[config.mk]
export PLATFORM = sky130hd
export DESIGN_NAME = cmd_issue_top
export DESIGN_NICKNAME = d
export VERILOG_FILES = /design/src/capi_cmd_pkg.sv /design/src/cmd_issue_top.sv /design/src/cmd_issue.sv /design/src/cmd_arbiter.sv /design/src/cmd_stream_gen.sv /design/src/cmd_apb_regs.sv /design/src/parity.sv
export SDC_FILE = /design/constraint.sdc
export NUM_CORES = 1
export LEC_CHECK = 0
export ABC_AREA = 1
export BUFFER_PORTS_ARGS = -buffer_cell sky130_fd_sc_hd__buf_2
export CORE_MARGIN = 10
export CORE_UTILIZATION = 65
export CTS_BUF_LIST = sky130_fd_sc_hd__clkbuf_4 sky130_fd_sc_hd__clkbuf_8 sky130_fd_sc_hd__clkbuf_16
export DETAILED_ROUTE_END_ITERATION = 10
export HOLD_SLACK_MARGIN = 0.1
export PLACE_DENSITY = 0.85
export SLEW_MARGIN = 20
export SYNTH_ARGS = -nofsm -noshare
export SYNTH_HDL_FRONTEND = slang
export SYNTH_HIERARCHICAL = 1
export SYNTH_SLANG_ARGS = --single-unit
[constraint.sdc]
create_clock -name clock -period 19.8 [get_ports clock]
set_clock_uncertainty 0.1 [all_clocks]
set_input_delay 0 -clock clock [delete_from_list [all_inputs] [get_ports clock]]
set_output_delay 0 -clock clock [all_outputs]
set_load 0.02 [all_outputs]
[src/capi_cmd_pkg.sv]
// shared constants for the command issue path; imported inside each module body
package capi_cmd_pkg;

  //////////////////////////////////////////////////////////////////////////
  // bus widths
  //////////////////////////////////////////////////////////////////////////

  localparam int unsigned cmd_width   = 13;
  localparam int unsigned addr_width  = 64;
  localparam int unsigned tag_width   = 8;
  localparam int unsigned size_width  = 12;
  localparam int unsigned abt_width   = 3;
  localparam int unsigned ctx_width   = 16;
  localparam int unsigned count_width = 16;

  // tag pool, tags 0..15
  localparam int unsigned tag_count     = 16;
  localparam int unsigned tag_idx_width = $clog2(tag_count);

  // one cache line, address step and size field
  localparam int unsigned line_bytes = 128;

  //////////////////////////////////////////////////////////////////////////
  // command codes and abort mode
  //////////////////////////////////////////////////////////////////////////

  localparam logic [cmd_width-1:0] cmd_read_cl_na = 13'h0A00;
  localparam logic [cmd_width-1:0] cmd_write_na   = 13'h0D00;
  // idle value of the command bus
  localparam logic [cmd_width-1:0] cmd_touch_i    = 13'h0240;

  localparam logic [abt_width-1:0] abt_strict = 3'd0;

  //////////////////////////////////////////////////////////////////////////
  // apb register map, byte offsets
  //////////////////////////////////////////////////////////////////////////

  localparam logic [7:0] reg_ctrl       = 8'h00;
  localparam logic [7:0] reg_status     = 8'h04;
  localparam logic [7:0] reg_rd_base_lo = 8'h08;
  localparam logic [7:0] reg_rd_base_hi = 8'h0C;
  localparam logic [7:0] reg_rd_count   = 8'h10;
  localparam logic [7:0] reg_wr_base_lo = 8'h14;
  localparam logic [7:0] reg_wr_base_hi = 8'h18;
  localparam logic [7:0] reg_wr_count   = 8'h1C;

endpackage
[src/cmd_issue_top.sv]
// top of the command issue path; apb regs, two stream generators, arbiter, bus driver
`timescale 1ns/1ps

module cmd_issue_top (
  input  logic                                  clock,
  input  logic                                  rstn,
  input  logic                                  psel,
  input  logic                                  penable,
  input  logic                                  pwrite,
  input  logic [7:0]                            paddr,
  input  logic [31:0]                           pwdata,
  output logic [31:0]                           prdata,
  output logic                                  pready,
  output logic                                  pslverr,
  output logic                                  cmd_valid,
  output logic [capi_cmd_pkg::cmd_width-1:0]    cmd_command,
  output logic                                  cmd_command_parity,
  output logic [capi_cmd_pkg::addr_width-1:0]   cmd_address,
  output logic                                  cmd_address_parity,
  output logic [capi_cmd_pkg::tag_width-1:0]    cmd_tag,
  output logic                                  cmd_tag_parity,
  output logic [capi_cmd_pkg::size_width-1:0]   cmd_size,
  output logic [capi_cmd_pkg::abt_width-1:0]    cmd_abt,
  output logic [capi_cmd_pkg::ctx_width-1:0]    cmd_context_handle,
  input  logic                                  rsp_valid,
  input  logic [capi_cmd_pkg::tag_width-1:0]    rsp_tag
);

  import capi_cmd_pkg::*;

  logic                     enable;
  logic                     rd_start, wr_start;
  logic [addr_width-1:0]    rd_base, wr_base;
  logic [count_width-1:0]   rd_count, wr_count;
  logic                     rd_busy, wr_busy;
  logic [tag_idx_width:0]   outstanding;
  // generator to arbiter
  logic                     rd_req_valid, rd_req_ready;
  logic [cmd_width-1:0]     rd_req_command;
  logic [addr_width-1:0]    rd_req_address;
  logic [size_width-1:0]    rd_req_size;
  logic                     wr_req_valid, wr_req_ready;
  logic [cmd_width-1:0]     wr_req_command;
  logic [addr_width-1:0]    wr_req_address;
  logic [size_width-1:0]    wr_req_size;
  // arbiter to issue stage
  logic                     grant_valid;
  logic [cmd_width-1:0]     grant_command;
  logic [addr_width-1:0]    grant_address;
  logic [size_width-1:0]    grant_size;
  logic [tag_width-1:0]     grant_tag;

  cmd_apb_regs u_regs (
    .clock, .rstn, .psel, .penable, .pwrite, .paddr, .pwdata,
    .rd_busy, .wr_busy, .outstanding, .prdata, .pready, .pslverr,
    .enable, .rd_start, .wr_start, .rd_base, .rd_count, .wr_base, .wr_count
  );

  cmd_stream_gen #(.cmd_code(cmd_read_cl_na)) u_rd_gen (
    .clock, .rstn, .start(rd_start), .base(rd_base), .count(rd_count),
    .req_ready(rd_req_ready), .req_valid(rd_req_valid), .req_command(rd_req_command),
    .req_address(rd_req_address), .req_size(rd_req_size), .busy(rd_busy)
  );

  cmd_stream_gen #(.cmd_code(cmd_write_na)) u_wr_gen (
    .clock, .rstn, .start(wr_start), .base(wr_base), .count(wr_count),
    .req_ready(wr_req_ready), .req_valid(wr_req_valid), .req_command(wr_req_command),
    .req_address(wr_req_address), .req_size(wr_req_size), .busy(wr_busy)
  );

  cmd_arbiter u_arbiter (
    .clock, .rstn, .enable,
    .rd_req_valid, .rd_req_command, .rd_req_address, .rd_req_size,
    .wr_req_valid, .wr_req_command, .wr_req_address, .wr_req_size,
    .rsp_valid, .rsp_tag, .rd_req_ready, .wr_req_ready,
    .grant_valid, .grant_command, .grant_address, .grant_size, .grant_tag, .outstanding
  );

  cmd_issue u_issue (
    .clock, .rstn, .enable,
    .grant_valid, .grant_command, .grant_address, .grant_size, .grant_tag,
    .cmd_valid, .cmd_command, .cmd_command_parity, .cmd_address, .cmd_address_parity,
    .cmd_tag, .cmd_tag_parity, .cmd_size, .cmd_abt, .cmd_context_handle
  );

endmodule

[src/cmd_issue.sv]
// host command bus driver; latch stage then output stage with parity, 2 cycles
`timescale 1ns/1ps

module cmd_issue (
  input  logic                                  clock,
  input  logic                                  rstn,
  input  logic                                  enable,
  input  logic                                  grant_valid,
  input  logic [capi_cmd_pkg::cmd_width-1:0]    grant_command,
  input  logic [capi_cmd_pkg::addr_width-1:0]   grant_address,
  input  logic [capi_cmd_pkg::size_width-1:0]   grant_size,
  input  logic [capi_cmd_pkg::tag_width-1:0]    grant_tag,
  output logic                                  cmd_valid,
  output logic [capi_cmd_pkg::cmd_width-1:0]    cmd_command,
  output logic                                  cmd_command_parity,
  output logic [capi_cmd_pkg::addr_width-1:0]   cmd_address,
  output logic                                  cmd_address_parity,
  output logic [capi_cmd_pkg::tag_width-1:0]    cmd_tag,
  output logic                                  cmd_tag_parity,
  output logic [capi_cmd_pkg::size_width-1:0]   cmd_size,
  output logic [capi_cmd_pkg::abt_width-1:0]    cmd_abt,
  output logic [capi_cmd_pkg::ctx_width-1:0]    cmd_context_handle
);

  import capi_cmd_pkg::*;

  logic                  rstn_q;
  logic                  enabled;
  // latch was loaded on the last edge
  logic                  latch_fresh;
  logic                  latch_valid;
  logic [cmd_width-1:0]  latch_command;
  logic [addr_width-1:0] latch_address;
  logic [size_width-1:0] latch_size;
  logic [tag_width-1:0]  latch_tag;
  logic                  tag_par;
  logic                  command_par;
  logic                  address_par;

  // dedicated mode, strict abort only
  assign cmd_context_handle = '0;
  assign cmd_abt            = abt_strict;

  //////////////////////////////////////////////////////////////////////////
  // reset and enable sync
  //////////////////////////////////////////////////////////////////////////

  always_ff @(posedge clock or negedge rstn) begin
    if (!rstn) begin
      rstn_q <= 1'b0;
    end else begin
      rstn_q <= 1'b1;
    end
  end

  always_ff @(posedge clock or negedge rstn_q) begin
    if (!rstn_q) begin
      enabled     <= 1'b0;
      latch_fresh <= 1'b0;
    end else begin
      enabled     <= enable;
      latch_fresh <= enabled;
    end
  end

  //////////////////////////////////////////////////////////////////////////
  // latch stage
  //////////////////////////////////////////////////////////////////////////

  always_ff @(posedge clock or negedge rstn_q) begin
    if (!rstn_q) begin
      latch_valid   <= 1'b0;
      latch_command <= cmd_touch_i;
      latch_address <= '0;
      latch_size    <= '0;
      latch_tag     <= '0;
    end else begin
      // valid holds while disabled
      if (enabled) begin
        latch_valid <= grant_valid;
      end
      latch_command <= grant_command;
      latch_address <= grant_address;
      latch_size    <= grant_size;
      latch_tag     <= grant_tag;
    end
  end

  // odd parity on tag, command and address
  parity #(.bits(tag_width)) u_tag_par (
    .data(latch_tag),
    .odd (1'b1),
    .par (tag_par)
  );

  parity #(.bits(cmd_width)) u_command_par (
    .data(latch_command),
    .odd (1'b1),
    .par (command_par)
  );

  parity #(.bits(addr_width)) u_address_par (
    .data(latch_address),
    .odd (1'b1),
    .par (address_par)
  );

  //////////////////////////////////////////////////////////////////////////
  // output stage
  //////////////////////////////////////////////////////////////////////////

  always_ff @(posedge clock or negedge rstn_q) begin
    if (!rstn_q) begin
      cmd_valid   <= 1'b0;
      cmd_command <= cmd_touch_i;
    end else begin
      // a held latch never reissues
      cmd_valid   <= latch_valid & latch_fresh;
      cmd_command <= latch_command;
    end
  end

  always_ff @(posedge clock) begin
    cmd_command_parity <= command_par;
    cmd_address        <= latch_address;
    cmd_address_parity <= address_par;
    cmd_tag            <= latch_tag;
    cmd_tag_parity     <= tag_par;
    cmd_size           <= latch_size;
  end

endmodule

[src/cmd_arbiter.sv]
// round-robin arbiter between read and write generators with the tag free list
`timescale 1ns/1ps

module cmd_arbiter (
  input  logic                                  clock,
  input  logic                                  rstn,
  input  logic                                  enable,
  input  logic                                  rd_req_valid,
  input  logic [capi_cmd_pkg::cmd_width-1:0]    rd_req_command,
  input  logic [capi_cmd_pkg::addr_width-1:0]   rd_req_address,
  input  logic [capi_cmd_pkg::size_width-1:0]   rd_req_size,
  input  logic                                  wr_req_valid,
  input  logic [capi_cmd_pkg::cmd_width-1:0]    wr_req_command,
  input  logic [capi_cmd_pkg::addr_width-1:0]   wr_req_address,
  input  logic [capi_cmd_pkg::size_width-1:0]   wr_req_size,
  input  logic                                  rsp_valid,
  input  logic [capi_cmd_pkg::tag_width-1:0]    rsp_tag,
  output logic                                  rd_req_ready,
  output logic                                  wr_req_ready,
  output logic                                  grant_valid,
  output logic [capi_cmd_pkg::cmd_width-1:0]    grant_command,
  output logic [capi_cmd_pkg::addr_width-1:0]   grant_address,
  output logic [capi_cmd_pkg::size_width-1:0]   grant_size,
  output logic [capi_cmd_pkg::tag_width-1:0]    grant_tag,
  output logic [capi_cmd_pkg::tag_idx_width:0]  outstanding
);

  import capi_cmd_pkg::*;

  logic [tag_count-1:0]     free_mask;
  logic [tag_idx_width-1:0] free_idx;
  logic                     can_grant;
  logic                     sel_wr;
  logic                     xfer;
  // last grant went to the write stream
  logic                     last_wr;

  //////////////////////////////////////////////////////////////////////////
  // tag pick and count
  //////////////////////////////////////////////////////////////////////////

  // lowest free tag wins
  always_comb begin
    free_idx = '0;
    for (int i = tag_count - 1; i >= 0; i--) begin
      if (free_mask[i]) begin
        free_idx = tag_idx_width'(i);
      end
    end
  end

  always_comb begin
    outstanding = '0;
    for (int i = 0; i < tag_count; i++) begin
      if (!free_mask[i]) begin
        outstanding = outstanding + 1'b1;
      end
    end
  end

  //////////////////////////////////////////////////////////////////////////
  // selection
  //////////////////////////////////////////////////////////////////////////

  assign can_grant = enable & (|free_mask);
  // write goes when alone or when read went last
  assign sel_wr       = wr_req_valid & (~rd_req_valid | ~last_wr);
  assign rd_req_ready = can_grant & ~sel_wr;
  assign wr_req_ready = can_grant & sel_wr;
  assign xfer         = can_grant & (rd_req_valid | wr_req_valid);

  always_ff @(posedge clock or negedge rstn) begin
    if (!rstn) begin
      grant_valid <= 1'b0;
      last_wr     <= 1'b1;
      free_mask   <= '1;
    end else begin
      grant_valid <= xfer;
      if (xfer) begin
        last_wr <= sel_wr;
      end
      // a response never names the tag taken this cycle
      for (int i = 0; i < tag_count; i++) begin
        if (xfer && free_idx == tag_idx_width'(i)) begin
          free_mask[i] <= 1'b0;
        end else if (rsp_valid && rsp_tag == tag_width'(i)) begin
          free_mask[i] <= 1'b1;
        end
      end
    end
  end

  // grant payload lands one cycle after transfer
  always_ff @(posedge clock) begin
    if (xfer) begin
      grant_command <= sel_wr ? wr_req_command : rd_req_command;
      grant_address <= sel_wr ? wr_req_address : rd_req_address;
      grant_size    <= sel_wr ? wr_req_size : rd_req_size;
      grant_tag     <= tag_width'(free_idx);
    end
  end

endmodule

[src/cmd_stream_gen.sv]
// cache-line command generator; one instance per stream, offers one command per line
`timescale 1ns/1ps

module cmd_stream_gen #(
  parameter logic [capi_cmd_pkg::cmd_width-1:0] cmd_code = '0
) (
  input  logic                                  clock,
  input  logic                                  rstn,
  input  logic                                  start,
  input  logic [capi_cmd_pkg::addr_width-1:0]   base,
  input  logic [capi_cmd_pkg::count_width-1:0]  count,
  input  logic                                  req_ready,
  output logic                                  req_valid,
  output logic [capi_cmd_pkg::cmd_width-1:0]    req_command,
  output logic [capi_cmd_pkg::addr_width-1:0]   req_address,
  output logic [capi_cmd_pkg::size_width-1:0]   req_size,
  output logic                                  busy
);

  import capi_cmd_pkg::*;

  logic [count_width-1:0] remaining;
  logic                   xfer;

  // valid for as long as lines remain
  assign req_valid   = busy;
  assign req_command = cmd_code;
  assign req_size    = size_width'(line_bytes);
  assign xfer        = req_valid & req_ready;

  //////////////////////////////////////////////////////////////////////////
  // line walker
  //////////////////////////////////////////////////////////////////////////

  always_ff @(posedge clock or negedge rstn) begin
    if (!rstn) begin
      busy      <= 1'b0;
      remaining <= '0;
    end else if (!busy) begin
      // start while busy is ignored, zero count does nothing
      if (start && count != '0) begin
        busy      <= 1'b1;
        remaining <= count;
      end
    end else if (xfer) begin
      remaining <= remaining - 1'b1;
      // last line just went out
      if (remaining == count_width'(1)) begin
        busy <= 1'b0;
      end
    end
  end

  // address is payload, loaded on start
  always_ff @(posedge clock) begin
    if (!busy && start) begin
      req_address <= base;
    end else if (xfer) begin
      req_address <= req_address + addr_width'(line_bytes);
    end
  end

endmodule

[src/cmd_apb_regs.sv]
// apb register block; host programs stream bases and counts, starts streams, reads status
`timescale 1ns/1ps

module cmd_apb_regs (
  input  logic                                      clock,
  input  logic                                      rstn,
  input  logic                                      psel,
  input  logic                                      penable,
  input  logic                                      pwrite,
  input  logic [7:0]                                paddr,
  input  logic [31:0]                               pwdata,
  input  logic                                      rd_busy,
  input  logic                                      wr_busy,
  input  logic [capi_cmd_pkg::tag_idx_width:0]      outstanding,
  output logic [31:0]                               prdata,
  output logic                                      pready,
  output logic                                      pslverr,
  output logic                                      enable,
  output logic                                      rd_start,
  output logic                                      wr_start,
  output logic [capi_cmd_pkg::addr_width-1:0]       rd_base,
  output logic [capi_cmd_pkg::count_width-1:0]      rd_count,
  output logic [capi_cmd_pkg::addr_width-1:0]       wr_base,
  output logic [capi_cmd_pkg::count_width-1:0]      wr_count
);

  import capi_cmd_pkg::*;

  logic        access;
  logic        wr_en;
  logic        mapped;
  logic [31:0] rd_word;

  // no wait states
  assign pready = 1'b1;
  assign access = psel & penable;
  assign wr_en  = access & pwrite;

  //////////////////////////////////////////////////////////////////////////
  // address decode and read mux
  //////////////////////////////////////////////////////////////////////////

  always_comb begin
    mapped  = 1'b1;
    rd_word = '0;
    case (paddr)
      reg_ctrl:       rd_word = {31'd0, enable};
      // busy flags live from the generators
      reg_status:     rd_word = {{(24 - tag_idx_width - 1){1'b0}}, outstanding,
                                 6'd0, wr_busy, rd_busy};
      reg_rd_base_lo: rd_word = rd_base[31:0];
      reg_rd_base_hi: rd_word = rd_base[63:32];
      reg_rd_count:   rd_word = {{(32 - count_width){1'b0}}, rd_count};
      reg_wr_base_lo: rd_word = wr_base[31:0];
      reg_wr_base_hi: rd_word = wr_base[63:32];
      reg_wr_count:   rd_word = {{(32 - count_width){1'b0}}, wr_count};
      default:        mapped  = 1'b0;
    endcase
  end

  // unmapped reads come back as zero
  assign prdata  = (access && !pwrite) ? rd_word : 32'd0;
  assign pslverr = access & ~mapped;

  //////////////////////////////////////////////////////////////////////////
  // register writes, taken on the access-phase edge
  //////////////////////////////////////////////////////////////////////////

  always_ff @(posedge clock or negedge rstn) begin
    if (!rstn) begin
      enable   <= 1'b0;
      rd_start <= 1'b0;
      wr_start <= 1'b0;
      rd_base  <= '0;
      rd_count <= '0;
      wr_base  <= '0;
      wr_count <= '0;
    end else begin
      // start bits are one-cycle pulses
      rd_start <= 1'b0;
      wr_start <= 1'b0;
      if (wr_en) begin
        case (paddr)
          reg_ctrl: begin
            enable   <= pwdata[0];
            rd_start <= pwdata[1];
            wr_start <= pwdata[2];
          end
          reg_rd_base_lo: rd_base[31:0]  <= pwdata;
          reg_rd_base_hi: rd_base[63:32] <= pwdata;
          reg_rd_count:   rd_count       <= pwdata[count_width-1:0];
          reg_wr_base_lo: wr_base[31:0]  <= pwdata;
          reg_wr_base_hi: wr_base[63:32] <= pwdata;
          reg_wr_count:   wr_count       <= pwdata[count_width-1:0];
          // status is read only, others ignored
          default: ;
        endcase
      end
    end
  end

endmodule

[src/parity.sv]
// parity bit generator for any width; odd high gives odd parity over data plus par
`timescale 1ns/1ps

module parity #(
  parameter int unsigned bits = 8
) (
  input  logic [bits-1:0] data,
  input  logic            odd,
  output logic            par
);

  // xor reduction is 1 when data already has an odd number of ones
  always_comb begin
    if (odd) begin
      par = ~(^data);
    end else begin
      par = ^data;
    end
  end

endmodule

Yosys cells after proc, flatten, opt, wreduce, memory -nomap -nowiden

Index checks and enable logic that the tools add are counted.

Flip-flop bits (word level): 596
Bits of input ports: 54
Output and inout port bits: 154
Logic and storage cells: 302

Add/sub/neg operators: 19
Eq/ne operators: 41
Multiplexer cells: 91
Bitwise logic cells: 20
Reduce and logical (&&, ||, !) cells: 79

Operators by type and width:

| operator                                           | count |
|---|---|
| two-way mux 64 bit                                 | 5 |
| case mux 32 bit (8 select lines)                   | 1 |
| adder 64 x 8 -> 64 bit, second input constant      | 2 |
| two-way mux 16 bit                                 | 6 |
| == test 8 x 4 -> 1 bit, second input constant      | 10 |
| two-way mux 5 bit                                  | 15 |
| adder 5 x 1 -> 5 bit, second input constant        | 14 |
| two-way mux 4 bit                                  | 16 |
| parity 64 bit                                      | 1 |
| two-way mux 1 bit                                  | 46 |
| == test 8 x 3 -> 1 bit, second input constant      | 5 |
| nonzero test 2 bit                                 | 20 |
| logical AND 1 bit                                  | 37 |
| == test 16 x 1 -> 1 bit, second input constant     | 2 |
| == test 4 bit, second input constant               | 8 |
| == test 8 x 5 -> 1 bit, second input constant      | 4 |
| two-way mux 32 bit                                 | 1 |
| nonzero test 16 bit                                | 2 |
| subtractor 16 x 1 -> 16 bit, second input constant | 2 |
| AND reduction 2 bit                                | 9 |
| == test 4 x 3 -> 1 bit, second input constant      | 4 |
| == test 8 x 2 -> 1 bit, second input constant      | 2 |
| zero test 8 bit                                    | 2 |
| OR reduction 16 bit                                | 1 |
| 14 further kinds                                   | 35 |

Depth between registers and ports, before layout

Gate-level depths: netlist of the first run.

Depth after elaboration: 33
Mapped depth: 55
Depth with buffers taken out: 55

Modules after synthesis

The synthesis of the first run kept the hierarchy.

Modules (own cells, without submodules):

| module                          | instances | cells an instance | area each (um^2) | sequential area each (um^2) |
|---|---|---|---|---|
| cmd_stream_gen                  | 2         | 839               | 5859.4           | 2347.3 |
| cmd_apb_regs                    | 1         | 962               | 7757.4           | 4078.9 |
| cmd_arbiter                     | 1         | 933               | 6977.9           | 3264.4 |
| cmd_issue                       | 1         | 229               | 4797.1           | 4624.4 |
| parity at u_issue.u_address_par | 1         | 338               | 1405.1           | 0.0 |
| parity at u_issue.u_command_par | 1         | 71                | 279.0            | 0.0 |
| parity at u_issue.u_tag_par     | 1         | 38                | 163.9            | 0.0 |

Worst setup path before layout of the first run

OpenSTA, ideal clock, no wires.

Kind: register to output
Start: register u_arbiter.free_mask[0]
End: output port prdata[12]
Arrival time: 7.150 ns
Required time: 19.700 ns
Path slack: 12.550 ns
Cell stages (with the launch flop): 54
Path buffers: 0
Cell sequence: dfstp_2 > inv_1 > ha_1 > inv_1 > nand2_1 > nand2_2 > inv_1 > ha_1 > or2_1 > nand2_1 > nor2_1 > inv_1 > nand3_1 > nand2_1 > ha_1 > or2_2 > nand2_1 > nand2_1 > [18 not listed] > ha_1 > or2_2 > nand2_1 > nand2_1 > o21ai_0 > inv_2 > ha_1 > nand2_1 > nor2_1 > nand2_2 > inv_1 > nand2_1 > nand2_1 > inv_1 > inv_1 > nor2_1 > nor2_1 > a21oi_1

Longest elaborated chain between the ends: 33

Ends and longest elaborated chain:

| item                                 | RTL line            | source |
|---|---|---|
| start, declared                      | cmd_arbiter.sv:30   | `logic [tag_count-1:0] free_mask;` |
| start signal, assigned               | cmd_arbiter.sv:76   | `free_mask <= '1;` |
| start signal, assigned by index      | cmd_arbiter.sv:85   | `free_mask[i] <= 1'b0;` |
| start signal, assigned by index      | cmd_arbiter.sv:87   | `free_mask[i] <= 1'b1;` |
| two-way mux 1 bit (*)                | cmd_arbiter.sv:55   | `if (!free_mask[i]) begin` |
| adder 1 x 1 -> 2 bit                 | cmd_arbiter.sv:56   | `outstanding = outstanding + 1'b1;` |
| two-way mux 5 bit (*)                | cmd_arbiter.sv:55   |  |
| adder 5 x 1 -> 5 bit                 | cmd_arbiter.sv:56   |  |
| two-way mux 5 bit (*)                | cmd_arbiter.sv:55   |  |
| adder 5 x 1 -> 5 bit                 | cmd_arbiter.sv:56   |  |
| two-way mux 5 bit (*)                | cmd_arbiter.sv:55   |  |
| adder 5 x 1 -> 5 bit                 | cmd_arbiter.sv:56   |  |
| [18 not listed]                      | -                   |  |
| two-way mux 5 bit (*)                | cmd_arbiter.sv:55   |  |
| adder 5 x 1 -> 5 bit                 | cmd_arbiter.sv:56   |  |
| two-way mux 5 bit (*)                | cmd_arbiter.sv:55   |  |
| adder 5 x 1 -> 5 bit                 | cmd_arbiter.sv:56   |  |
| two-way mux 5 bit (*)                | cmd_arbiter.sv:55   |  |
| via outstanding[4]                   | cmd_issue_top.sv:36 | `logic [tag_idx_width:0] outstanding;` |
| case mux 32 bit (8 select lines) (*) | cmd_apb_regs.sv:46  | `case (paddr)` |
| two-way mux 32 bit (*)               | cmd_apb_regs.sv:62  | `assign prdata = (access && !pwrite) ? rd_word : 32'd0;` |
| end, declared                        | cmd_issue_top.sv:12 | `output logic [31:0] prdata,` |

The timed path passes the listed nets; every way through them passes the cells marked *.

Worst setup path in the final report of the first run

Same ends and word-level chain as after synthesis.

==> run summary, run 1 <==
grt total ovfl: 0
gate count of the mapped netlist: 4249
fmax: 0.112 GHz
switching power: 0.935 mW
Detailed Routing Iterations Pass 1: 8
post-synthesis sequential area ratio: 0.503
Synth top cells by count: 1698 x nand2_1, 387 x nor2_1, 347 x inv_1, 309 x dfrtp_1, 254 x nand3_1
die width: 246 µm
via count: 29000
Hold Vio Cnt, Final: 0
Final ANT Viol Nets: 0
Pleak: 17.8 nW
RSZ-0062 raised after global routing: no
core box area: 50300 µm²
fin crit period: 8.95 ns
vias in the first global route: 27000
ys flop type: dfrtp_1
Worst R2R Setup Slack: 16.51 ns
Final Net Count: 4531
EDFF count, synth: 221
Non-Filler Instances: 5181
I/O Buffers: 187
Clock transition at path regs: 0.06 ns
crit end category: primary output
relative slew slack: 0.296
worst r2r src: u_arbiter/free_mask[6]$_DFFE_PN1P_
setup tns final: 0 ns
DRC: 0
clk root buf: clkbuf_16
Syn Std Cell Area: 33100 µm²
post-synth cell types: 52
most common cell in the netlist: nand2_1
Overall Power: 3.28 mW
pwr dens: 88.8 nW/µm²
cell row count: 82
Die Height: 246 µm
worst stage delay on the critical path: 0.57 ns
Final Max Slew Viols: 0
first-pass GRT wire length: 148000 µm
FF-to-FF End: u_arbiter/grant_address[48]$_DFFE_PP_
Routed WL per cell: 18.3 µm
Power Internal: 2.35 mW
largest net degree at the start of global routing: 168
hold_buf cts: 56
Worst setup SP type: flip-flop
final wirelength: 95000 µm
H-tree depth: 3
most used cell along the critical path: nand2_1
Synth async-reset ratio: 0.517
worst min-delay path startpoint: pwdata[25]
postcts setup bufs: 0
Setup violations, final: 0
design area: 36900 µm²
Synth area leaders: dfrtp_1 23%, edfxtp_1 20%, nand2_1 19%
Initial Util: 0.658
post-cts sizing count: 0
max-cap violation count: 0
hold crit path type: in -> reg
Slowest-stage cell, CP: dfstp_2
Net Sw Frac: 0.285
CTS buffer count: 67
CP Data Required Time: 19.70 ns
clk buf depth: 3
YS warnings: 6
DP Area: 34100 µm²
Final period util: 0.452
top cell type's share of synthesized area: 0.234
Max FO, Critical Path: 5
worst hold path stage count: 4
worst slew pin tran: 1.05 ns
Worst-Skew Late Latency: 0.61 ns
Die ar.: 60300 µm²
share of cells above drive strength 1: 0.122
CP Class: reg -> out
status: completed
TritonCTS clock tree: yes
initial antenna violation count: 2
Hold Path End: u_regs/wr_base[57]$_DFFE_PN0P_
Clock Power Share: 0.387
Area growth, synth to finish: 11.6%
worst vdd ir: 0.0924 mV
CP arrival: 8.85 ns
IO Pins: 208
Mean Syn Cell Area: 7.79 µm²
GRT Util Overall: 0.310
Comb power frac: 0.191
Placer Congestion: 1.02
part of the power in registers: 0.422
CTS Sinks: 638
hpwl dp: 67800 µm
Yosys top cell by area: dfrtp_1
placed cells: 5001
worst-case reg-to-reg path depth: 10
synthesized flop and latch total: 638
routed vias/inst: 5.59
DR iter-0 viols: 3605
[layout make-up]
cell class | count | area, µm²
Sequential cell | 638 | 16700
Antenna cell | 2 | 5.00
Clock buffer | 101 | 2110
Fill cell | 3849 | 13300
Timing Repair Buffer | 261 | 1670
Multi-Input combinational cell | 3118 | 14100
Tap cell | 672 | 841
Inverter | 368 | 1390
Clock inverter | 21 | 143
[stage by stage]
step                       util  hold slack, ns  worst slack, ns
after global placement    0.678          -0.133            11.75
after global routing      0.735           0.140            10.27
after detailed placement  0.678          -0.132            11.57
after floorplan               -          -0.396            12.55
final                     0.735           0.141            10.85
after CTS                 0.735           0.104            10.86
[sequential cells by signal (all words and copies together) (netlist names), 16 cells and up]
register	cells
u_arbiter/grant_address	64
u_regs/rd_count	16
u_wr_gen/req_address	64
u_regs/rd_base	64
u_arbiter/free_mask	16
u_regs/wr_count	16
u_rd_gen/req_address	64
u_wr_gen/remaining	16
u_regs/wr_base	64
u_rd_gen/remaining	16
u_issue/cmd_address	64
u_issue/latch_address	64
[worst max-delay path by stage]
stage                                                  start  slack [ns]         end  cells past startpoint
after floorplan           u_arbiter/free_mask[0]$_DFFE_PN1P_       12.55  prdata[12]                     53
after global placement    u_arbiter/free_mask[0]$_DFFE_PN1P_       11.75  prdata[12]                     54
after detailed placement  u_arbiter/free_mask[0]$_DFFE_PN1P_       11.57  prdata[12]                     54
after CTS                 u_arbiter/free_mask[0]$_DFFE_PN1P_       10.86  prdata[12]                     54
after global routing      u_arbiter/free_mask[0]$_DFFE_PN1P_       10.27  prdata[12]                     54
final                     u_arbiter/free_mask[0]$_DFFE_PN1P_       10.85  prdata[12]                     54
[metal layers]
metal | global-route usage | vias up | part of all wire
li1 | - | 13700 | -
met4 | 0.0955 | 2 | 0.031
met5 | 0 | - | 0.00014
met1 | 0.418 | 13600 | 0.40
met3 | 0.0683 | 199 | 0.11
met2 | 0.493 | 1496 | 0.46
[cell families after synthesis]
logic type	Yosys count	synth area share
simple gates	2555	0.323
other cells	8	0.000907
buf+inv	565	0.0788
fa+ha+maj	23	0.00869
xor+xnor	87	0.0230
compound gates	373	0.0619
flops	638	0.503
[power groups by stage]
| stage | Clock [mW] | Sequential, mW | Combinational [mW] |
|---|---|---|---|
| 6_report | 1.27 | 1.39 | 0.627 |
| 5_1_grt | 1.34 | 1.39 | 0.730 |
| 4_1_cts | 1.28 | 1.38 | 0.628 |
| 3_5_place_dp | 0 | 1.41 | 0.613 |
| 3_3_place_gp | 0 | 1.41 | 0.598 |
| 2_1_floorplan | 0 | 1.41 | 0.518 |
[cells in the final DEF, fill, tap and decap left out, types with 8 or more instances in the layout]
cell,n
nand3_2,19
inv_1,344
dfrtp_1,308
nand2_4,12
dlygate4sd3_1,55
nor2_2,25
conb_1,80
o21bai_1,8
nor3_1,13
or2_2,13
buf_2,186
clkinv_2,10
ha_1,23
clkbuf_16,72
nand3_1,253
nand3b_1,12
buf_4,17
o21ai_2,31
xor2_1,52
clkbuf_8,16
edfxtp_1,221
nor2_1,387
o21ai_1,105
clkbuf_4,14
dfxtp_1,87
nand2_1,1695
nor2_4,16
nand4_1,41
xnor2_1,35
o21ai_0,173
inv_2,19
a21oi_1,34
nand2_2,57
dfstp_2,21
[worst max-delay path, delay by kind of cell, from the launching register on]
kind	cells	cell delay (ns)
flip-flops	1	0.57
AND/OR/NAND/NOR	29	3.69
AO/OA/AOI/OAI	6	1.03
adder cells (fa/ha/maj)	8	2.14
XOR/XNOR	2	0.17
buffers and inverters	9	0.68
(Power assumes the default switching activity.)
==> run 2: changes to the inputs <==
- CORE_UTILIZATION: 65 -> 62
- PLACE_DENSITY: 0.85 -> 0.81
- clock period: 19.8 -> 9.3 ns (I/O delays scaled with it)
==> run 2 against run 1 <==
Effect of this change:
- core utilization decreased by 3.6 points
- cell count is 0.29% higher
- first-iteration DRC count shrank 13%
- global-route usage is 1.7 points lower
- total power is 110% higher
- non-clock buffer count rose by 1
- hold slack worse by 0.019 ns
- clock-buffer cell count is 5 lower
- combinational power increased by 120%
- wire length down 2.0%
- largest cell class unchanged
- clock power rose by 110%
==> run summary, run 2 (synthesis results as in run 1) <==
CTS Sinks: 638 (unchanged)
largest net degree at the start of global routing: 104 (was 168)
Die ar.: 63000 µm² (was 60300 µm²)
routed vias/inst: 5.52 (was 5.59)
Overall Power: 6.96 mW (was 3.28 mW)
Worst-Skew Late Latency: 0.62 ns (was 0.61 ns)
hold crit path type: in -> reg (unchanged)
final wirelength: 93100 µm (was 95000 µm)
DP Area: 34100 µm² (about the same)
Final period util: 0.934
I/O Buffers: 187 (unchanged)
core box area: 52800 µm² (was 50300 µm²)
TritonCTS clock tree: yes (unchanged)
Final Net Count: 4532 (was 4531)
CP Data Required Time: 9.20 ns (was 19.70 ns)
Pleak: 17.7 nW (was 17.8 nW)
Max FO, Critical Path: 5 (unchanged)
clk root buf: clkbuf_16 (unchanged)
initial antenna violation count: 0 (was 2)
max-cap violation count: 0 (unchanged)
CTS buffer count: 67 (unchanged)
worst stage delay on the critical path: 0.56 ns (was 0.57 ns)
via count: 28700 (was 29000)
worst vdd ir: 0.201 mV (was 0.0924 mV)
switching power: 2.01 mW (was 0.935 mW)
grt total ovfl: 0 (unchanged)
DRC: 0 (unchanged)
Placer Congestion: 1.03 (was 1.02)
fmax: 0.115 GHz
Power Internal: 4.95 mW (was 2.35 mW)
DR iter-0 viols: 3152 (was 3605)
hpwl dp: 67700 µm (was 67800 µm)
design area: 36900 µm² (about the same)
fill count: 4236 (was 3849)
Final Max Slew Viols: 0 (unchanged)
crit end category: primary output (unchanged)
Initial Util: 0.627 (was 0.658)
relative slew slack: 0.310 (was 0.296)
part of the power in registers: 0.424 (was 0.422)
Detailed Routing Iterations Pass 1: 6 (was 8)
H-tree depth: 3 (unchanged)
Clock transition at path regs: 0.06 ns (about the same)
pwr dens: 189 nW/µm² (was 88.8 nW/µm²)
CP Class: reg -> out (unchanged)
Die Height: 251 µm (was 246 µm)
first-pass GRT wire length: 146000 µm (was 148000 µm)
most frequent cells in the layout: 1695 x nand2_1, 386 x nor2_1, 344 x inv_1 (was 1695 x nand2_1, 387 x nor2_1, 344 x inv_1)
Non-Filler Instances: 5196 (was 5181)
Slowest-stage cell, CP: dfstp_2 (unchanged)
clk buf depth: 3 (unchanged)
IO Pins: 208 (unchanged)
Net Sw Frac: 0.289 (was 0.285)
final hold slack: 0.122 ns (was 0.141 ns)
GRT Util Overall: 0.293 (was 0.310)
Hold Vio Cnt, Final: 0 (unchanged)
cell row count: 84 (was 82)
most used cell along the critical path: nand2_1 (unchanged)
number of diodes: 0 (was 2)
most common cell after layout, fill and taps aside: nand2_1 (unchanged)
area occupied by multi-input gates: 14100 µm² (about the same)
Routed WL per cell: 17.9 µm (was 18.3 µm)
status: completed (unchanged)
share of cells above drive strength 1: 0.121 (was 0.122)
worst slew pin tran: 1.03 ns (was 1.05 ns)
placed cells: 5017 (was 5001)
Clock Power Share: 0.380 (was 0.387)
die width: 251 µm (was 246 µm)
Worst setup SP type: flip-flop (unchanged)
Comb power frac: 0.197 (was 0.191)
vias in the first global route: 27000 (about the same)
fin crit period: 8.69 ns
FF/Latch Area: 16700 µm² (unchanged)
Setup violations, final: 0 (unchanged)
Area growth, synth to finish: 11.4% (was 11.6%)
CP arrival: 8.59 ns (was 8.85 ns)
Final ANT Viol Nets: 0 (unchanged)
==> run 2: cell count changes in the layout (fill, tap and decap cells not counted), moves of 2 or more <==
| cell | previous run | this run |
|---|---|---|
| inv_6 | 6 | 3 |
| clkinvlp_4 | 0 | 4 |
| clkbuf_8 | 16 | 7 |
| clkbuf_4 | 14 | 19 |
| buf_4 | 17 | 20 |
| clkinv_1 | 4 | 8 |
| inv_4 | 4 | 2 |
| diode_2 | 2 | 0 |
==> run 2: routing by layer <==
layer,vias up,GRT usage,share of wire
met5,-,0,0
met2,1427,0.450,0.44
met4,0,0.104,0.034
met3,211,0.0765,0.11
li1,13700,-,-
met1,13300,0.396,0.41
==> run 2: cell type report <==
class,count,share of cell area
clock inverter,26,0.00478
clock buffer,96,0.0543
timing repair buffer,262,0.0452
tap,688,0.0233
sequential,638,0.452
multi-input combinational,3118,0.383
inverter,368,0.0376
==> run 2: through the flow <==
| stage | TNS (ns) | worst slack, ns | utilization |
|---|---|---|---|
| global placement | 0 | 1.36 | 0.646 |
| detailed placement | 0 | 1.20 | 0.646 |
| CTS | 0 | 0.505 | 0.699 |
| global route | -0.0298 | -0.0298 | 0.699 |
| floorplan | 0 | 2.05 | - |
| finish | 0 | 0.614 | 0.699 |
==> run 2: path summary, 6_finish.rpt <==
| path | from | to | slack (ns) | cells after the start |
|---|---|---|---|---|
| min reg2reg | u_issue/rstn_q$_DFF_PN0_ | u_issue/cmd_valid$_DFF_PN0_ | 0.22 | 0 |
| max | u_arbiter/free_mask[0]$_DFFE_PN1P_ | prdata[12] | 0.61 | 54 |
| min in group asynchronous | u_issue/rstn_q$_DFF_PN0_ | u_issue/cmd_valid$_DFF_PN0_ | 0.22 | 0 |
| max reg2reg | u_arbiter/free_mask[6]$_DFFE_PN1P_ | u_arbiter/grant_address[53]$_DFFE_PP_ | 5.92 | 10 |
| min | pwdata[22] | u_regs/wr_base[22]$_DFFE_PN0P_ | 0.12 | 4 |
| max in group asynchronous | u_issue/rstn_q$_DFF_PN0_ | u_issue/latch_address[53]$_DFF_PN0_ | 7.59 | 1 |
==> run 2: worst max-delay path: cells and delay by family (launching register included) <==
family | cells | cell delay (ns)
compound gates | 6 | 0.79
xor+xnor | 2 | 0.23
flops | 1 | 0.56
buf+inv | 9 | 0.64
fa+ha+maj | 8 | 2.11
simple gates | 29 | 3.61
==> run 2: what timing repair did <==
action                                 in CTS  in global routing
hold buffers                               56                  0
setup buffers                               0                  1
endpoints found under the hold margin     282                  0
gates resized for setup                     0                  3
setup endpoints to repair                   0                  1
==> run 2: power by group through the flow <==
stage                     Clock (mW)  Sequential, mW  Combinational (mW)
after floorplan                    0            2.99                1.10
after global placement             0            3.00                1.29
after detailed placement           0            3.00                1.33
after CTS                       2.68            2.95                1.36
after global routing            2.79            2.95                1.59
final                           2.64            2.95                1.37
